### src/mem_wb_pkg.sv
package mem_wb_pkg;

    // Datapath and register file geometry
    localparam int XLEN       = 32;
    localparam int REG_ADDR_W = 5;

    // Byte lanes within one data word
    localparam int BE_W       = XLEN / 8;
    localparam int BYTE_OFF_W = $clog2(BE_W);

    // Data RAM, word addressed, upper address bits wrap
    localparam int RAM_WORDS  = 256;
    localparam int RAM_ADDR_W = $clog2(RAM_WORDS);

    // Memory operation issued by execute
    typedef enum logic [1:0] {
        MEM_NONE  = 2'd0,   // No memory access
        MEM_LOAD  = 2'd1,
        MEM_STORE = 2'd2
    } mem_op_e;

    // Access width
    typedef enum logic [1:0] {
        SIZE_BYTE = 2'd0,
        SIZE_HALF = 2'd1,
        SIZE_WORD = 2'd2
    } mem_size_e;

    // Source of the register file write data
    typedef enum logic [1:0] {
        WB_ALU  = 2'd0,     // Execute result
        WB_MEM  = 2'd1,     // Extended load data
        WB_LINK = 2'd2      // Return address for jumps
    } wb_sel_e;

endpackage

### src/wb_stage.sv
`timescale 1ns/1ps

module wb_stage import mem_wb_pkg::*; (
    input  logic                  clk,
    input  logic                  rst,

    input  logic                  m_valid,
    input  logic [XLEN-1:0]       m_alu_result,
    input  logic [XLEN-1:0]       m_link_value,
    input  mem_op_e               m_mem_op,
    input  mem_size_e             m_size,
    input  logic                  m_unsigned,
    input  logic [BYTE_OFF_W-1:0] m_offset,
    input  wb_sel_e               m_wb_sel,
    input  logic                  m_reg_write,
    input  logic [REG_ADDR_W-1:0] m_rd,
    input  logic                  m_misaligned,

    input  logic [XLEN-1:0]       ram_rdata,

    output logic                  wb_valid,
    output logic                  wb_we,
    output logic [REG_ADDR_W-1:0] wb_rd,
    output logic [XLEN-1:0]       wb_data,
    output logic                  wb_misaligned
);

    logic [XLEN-1:0]       alu_result_q;
    logic [XLEN-1:0]       link_value_q;
    mem_op_e               mem_op_q;
    mem_size_e             size_q;
    logic                  unsigned_q;
    logic [BYTE_OFF_W-1:0] offset_q;
    wb_sel_e               wb_sel_q;
    logic                  reg_write_q;

    logic [XLEN-1:0]       lane;        // Read word shifted to lane 0
    logic [XLEN-1:0]       load_data;

    // Memory to writeback pipeline register
    always_ff @(posedge clk or posedge rst)
    begin
        if (rst)
        begin
            wb_valid      <= 1'b0;
            alu_result_q  <= '0;
            link_value_q  <= '0;
            mem_op_q      <= MEM_NONE;
            size_q        <= SIZE_BYTE;
            unsigned_q    <= 1'b0;
            offset_q      <= '0;
            wb_sel_q      <= WB_ALU;
            reg_write_q   <= 1'b0;
            wb_rd         <= '0;
            wb_misaligned <= 1'b0;
        end
        else
        begin
            wb_valid      <= m_valid;
            alu_result_q  <= m_alu_result;
            link_value_q  <= m_link_value;
            mem_op_q      <= m_mem_op;
            size_q        <= m_size;
            unsigned_q    <= m_unsigned;
            offset_q      <= m_offset;
            wb_sel_q      <= m_wb_sel;
            reg_write_q   <= m_reg_write;
            wb_rd         <= m_rd;
            wb_misaligned <= m_misaligned;
        end
    end

    assign lane = ram_rdata >> {offset_q, 3'b000};

    // Sign or zero extension of the addressed lane
    always_comb
    begin
        case (size_q)
            SIZE_BYTE: load_data = {{(XLEN-8){lane[7] & ~unsigned_q}}, lane[7:0]};
            SIZE_HALF: load_data = {{(XLEN-16){lane[15] & ~unsigned_q}}, lane[15:0]};
            default:   load_data = ram_rdata;
        endcase
    end

    // Writeback source select
    always_comb
    begin
        case (wb_sel_q)
            WB_MEM:  wb_data = (mem_op_q == MEM_LOAD) ? load_data : '0;  // Only loads read RAM
            WB_LINK: wb_data = link_value_q;
            default: wb_data = alu_result_q;
        endcase
    end

    assign wb_we = wb_valid && reg_write_q && !wb_misaligned;

endmodule

### config.mk
export PLATFORM = sky130hd
export DESIGN_NAME = wb_stage
export DESIGN_NICKNAME = d
export VERILOG_FILES = /design/src/mem_wb_pkg.sv /design/src/wb_stage.sv
export SDC_FILE = /design/constraint.sdc
export NUM_CORES = 1
export LEC_CHECK = 0
export BUFFER_PORTS_ARGS = -buffer_cell sky130_fd_sc_hd__buf_4
export CELL_PAD_IN_SITES_DETAIL_PLACEMENT = 0
export CELL_PAD_IN_SITES_GLOBAL_PLACEMENT = 1
export CORE_MARGIN = 2
export CORE_UTILIZATION = 35
export DETAILED_ROUTE_END_ITERATION = 16
export GPL_TIMING_DRIVEN = 0
export PLACE_DENSITY = 0.85
export SETUP_SLACK_MARGIN = 0.4
export SYNTH_ARGS = -nofsm -noshare
export SYNTH_HDL_FRONTEND = slang
export SYNTH_SLANG_ARGS = --single-unit
### constraint.sdc
create_clock -name clk -period 3.6 [get_ports clk]
set_input_delay 0.72 -clock clk [delete_from_list [all_inputs] [get_ports clk]]
set_output_delay 0.72 -clock clk [all_outputs]
set_load 0.02 [all_outputs]
==> results_dict.tcl <==
set metrics [dict create \
    outcome "finished clean" \
    p_sw_uw 613 \
    cp_common_cell "buf_6" \
    startpoint_type "flop" \
    first_iter_violations 99 \
    grt_max_degree 45 \
    fin_area_um2 4990 \
    hold_path.class "primary input to asynchronous set/reset pin" \
    combPwrFrac_pct 20.7 \
    start_util_pct 35.4 \
    end_kind "output pin" \
    fin_ws_ns 0.507 \
    cpLargestDelayFamily "buffers and inverters" \
    htree_num_levels 3 \
    grt_pass1_wl_um 14800 \
    maxSlewViolCount 0 \
    post_cts_buffers 0 \
    synth_area_um2 3420 \
    grt_pass1_vias 2876 \
    place_hpwl_um 7660 \
    max_cap_violations 0 \
    switching_share_pct 28.9 \
    clock_sinks 81 \
    wirelength_um 9940 \
    final_layout_size_suffix_gt1_share_pct 45.9 \
    diodes 0 \
    timing_worst_setup_path_type "flop to output pin" \
    fp.dieW_um 103 \
    stdcell_count 580 \
    final_cell_mix "buf_4 (156), dfrtp_1 (81), nand2_1 (32)" \
    p_per_area_nw_per_um2 425 \
    post-route-util_pct 51.8 \
    place_area_um2 4760 \
    setup-violations-final 0 \
    slew_headroom_pct 63.0 \
    yosysWarnings 0 \
    viasPerCell 4.96 \
    syn_nets 393 \
    crit_required_ns 2.88 \
    synth_cells 276 \
    max_clock_freq_mhz 323 \
    hold_viol 0 \
    io_pins 155 \
    wl_per_cell_um 17.1 \
    ir_drop_mv 0.310 \
    place_congestion 0.870 \
    worst_path_max_delay_cell "o311ai_4" \
    rows 36 \
    dp.cells 564 \
    antenna_found_initial 0 \
    finalCritPeriodShare_pct 85.9 \
    seq_area_frac_synth_pct 59.3 \
    cpPeakStageDelay_ns 0.46 \
    clk_pin_slew_ns 0.09 \
    firstDrtPassIters 4 \
    grt_usage_pct 19.0 \
    drc_errors 0 \
    ant_nets 0 \
    cts-buffers-inserted 9 \
    final_common_cell "buf_4" \
    areaGrowthSynthToFinish_pct 46.0 \
    place_ws_ns 0.620 \
    synth_cell_types 37 \
    finalPower_mw 2.12 \
    cp_max_fo 10 \
    cts_tree "built" \
    arrival_ns 2.37 \
    internal_power_mw 1.51 \
    num_vias 2874 \
    cts_buffer_depth 2 \
    die_area_um2 10600 \
    rsz0062_at_grt "false" \
    tightestPinTransition_ns 0.555 \
    avgSynthCellArea_um2 12.4 \
    leakage_nw 2.34 \
    root_buffer "clkbuf_8" \
    cp_cell_sequence "buf_6 > mux2i_2 > nor2_1 > o311ai_4 > buf_6 > o211ai_2 > buf_4" \
    core_um2 9640 \
    synth_seq_cells 81 \
    min_period_ns 3.09 \
    p_seq_share_pct 45.7 \
    critPathBufInv 3 \
    die_y_um 103 \
    whs_ns 0.381 \
    io_buffers 154 \
    overflow 0 \
    layout.nets 559 \
    clkPwrFrac_pct 33.6 \
    final.setup.tns_ns 0 \
]
-- cell usage after synthesis (all sizes together) --
master    n  area [um2]
mux2      1        11.3
buf      15        87.6
a221oi    7        61.3
and4b     1        10.0
o21ai     3        15.0
a211oi    7        52.6
ha        2        25.0
a22oi    25         188
nand3b    7        52.6
or3       1        6.26
xnor2     1        8.76
a2bb2oi   7        61.3
nand2b    2        12.5
o221ai    8        76.3
dfrtp    81        2030
nand2    32         120
nor2b     9        56.3
mux2i     9        97.6
clkbuf   10        37.5
nor3      1        5.00
o311ai    1        26.3
a2111oi   1        8.76
nor2      6        22.5
o211ai   23         223
or3b      1        8.76
nor3b     8        60.1
and2      1        6.26
and3b     1        8.76
inv       4        15.0
mux4      1        26.3
-- power groups by stage --
stage | logic, mW | registers [mW] | clock network [mW]
after floorplan | 0.213 | 0.990 | 0
after global placement | 0.433 | 0.987 | 0
after detailed placement | 0.441 | 0.987 | 0
after CTS | 0.444 | 0.969 | 0.731
after global routing | 0.475 | 0.973 | 0.777
final | 0.440 | 0.969 | 0.712
-- path summary, 6_finish.rpt --
path                              start               end  depth (start not counted)  slack, ns
worst max-delay path        offset_q[1]       wb_data[17]                          7       0.51
max in group asynchronous           rst  alu_result_q[10]                          3       2.62
min in group clk           m_misaligned     wb_misaligned                          1       0.46
worst min-delay path                rst          wb_rd[2]                          2       0.38
-- kinds of logic (layout without fill, tap and decap cells) --
family          Yosys count  count (layout)  share of synthesized area, %
compound gates           82              82                          20.8
flops                    81              81                          59.3
simple gates             70              70                          10.8
buf+inv                  29             200                          4.10
mux                      11              11                          3.95
fa+ha+maj                 2               2                         0.732
xor+xnor                  1               1                         0.256
-- layer usage --
metal / up-vias / global-route usage [%] / part of all wire [%]
li1: 1356 / - / -
met5: - / 0 / 0
met3: 12 / 5.42 / 7.5
met4: 0 / 6.07 / 1.7
met1: 1399 / 23.9 / 41
met2: 107 / 31.7 / 50
-- state kept, by name (all words and copies together), names as in the netlist --
| signal | flops |
|---|---|
| unsigned_q | 1 |
| wb_valid | 1 |
| reg_write_q | 1 |
| size_q | 2 |
| wb_rd | 5 |
| link_value_q | 32 |
| alu_result_q | 32 |
| wb_misaligned | 1 |
| wb_sel_q | 2 |
| mem_op_q | 2 |
| offset_q | 2 |
-- timing repair --
item,CTS,global route
setup endpoints to repair,18,24
hold buffers,0,0
cloned,0,0
gates resized for setup,5,6
-- layout make-up --
type	instances	area, um2
Buffer	25	139
Clock buffer	9	124
Clock inverter	7	90.1
Fill cell	893	4650
Inverter	4	17.5
Multi-Input combinational cell	166	1250
Sequential cell	81	2030
Tap cell	133	166
Timing Repair Buffer	155	1180
Note: power is estimated with default switching activity, not from simulation.
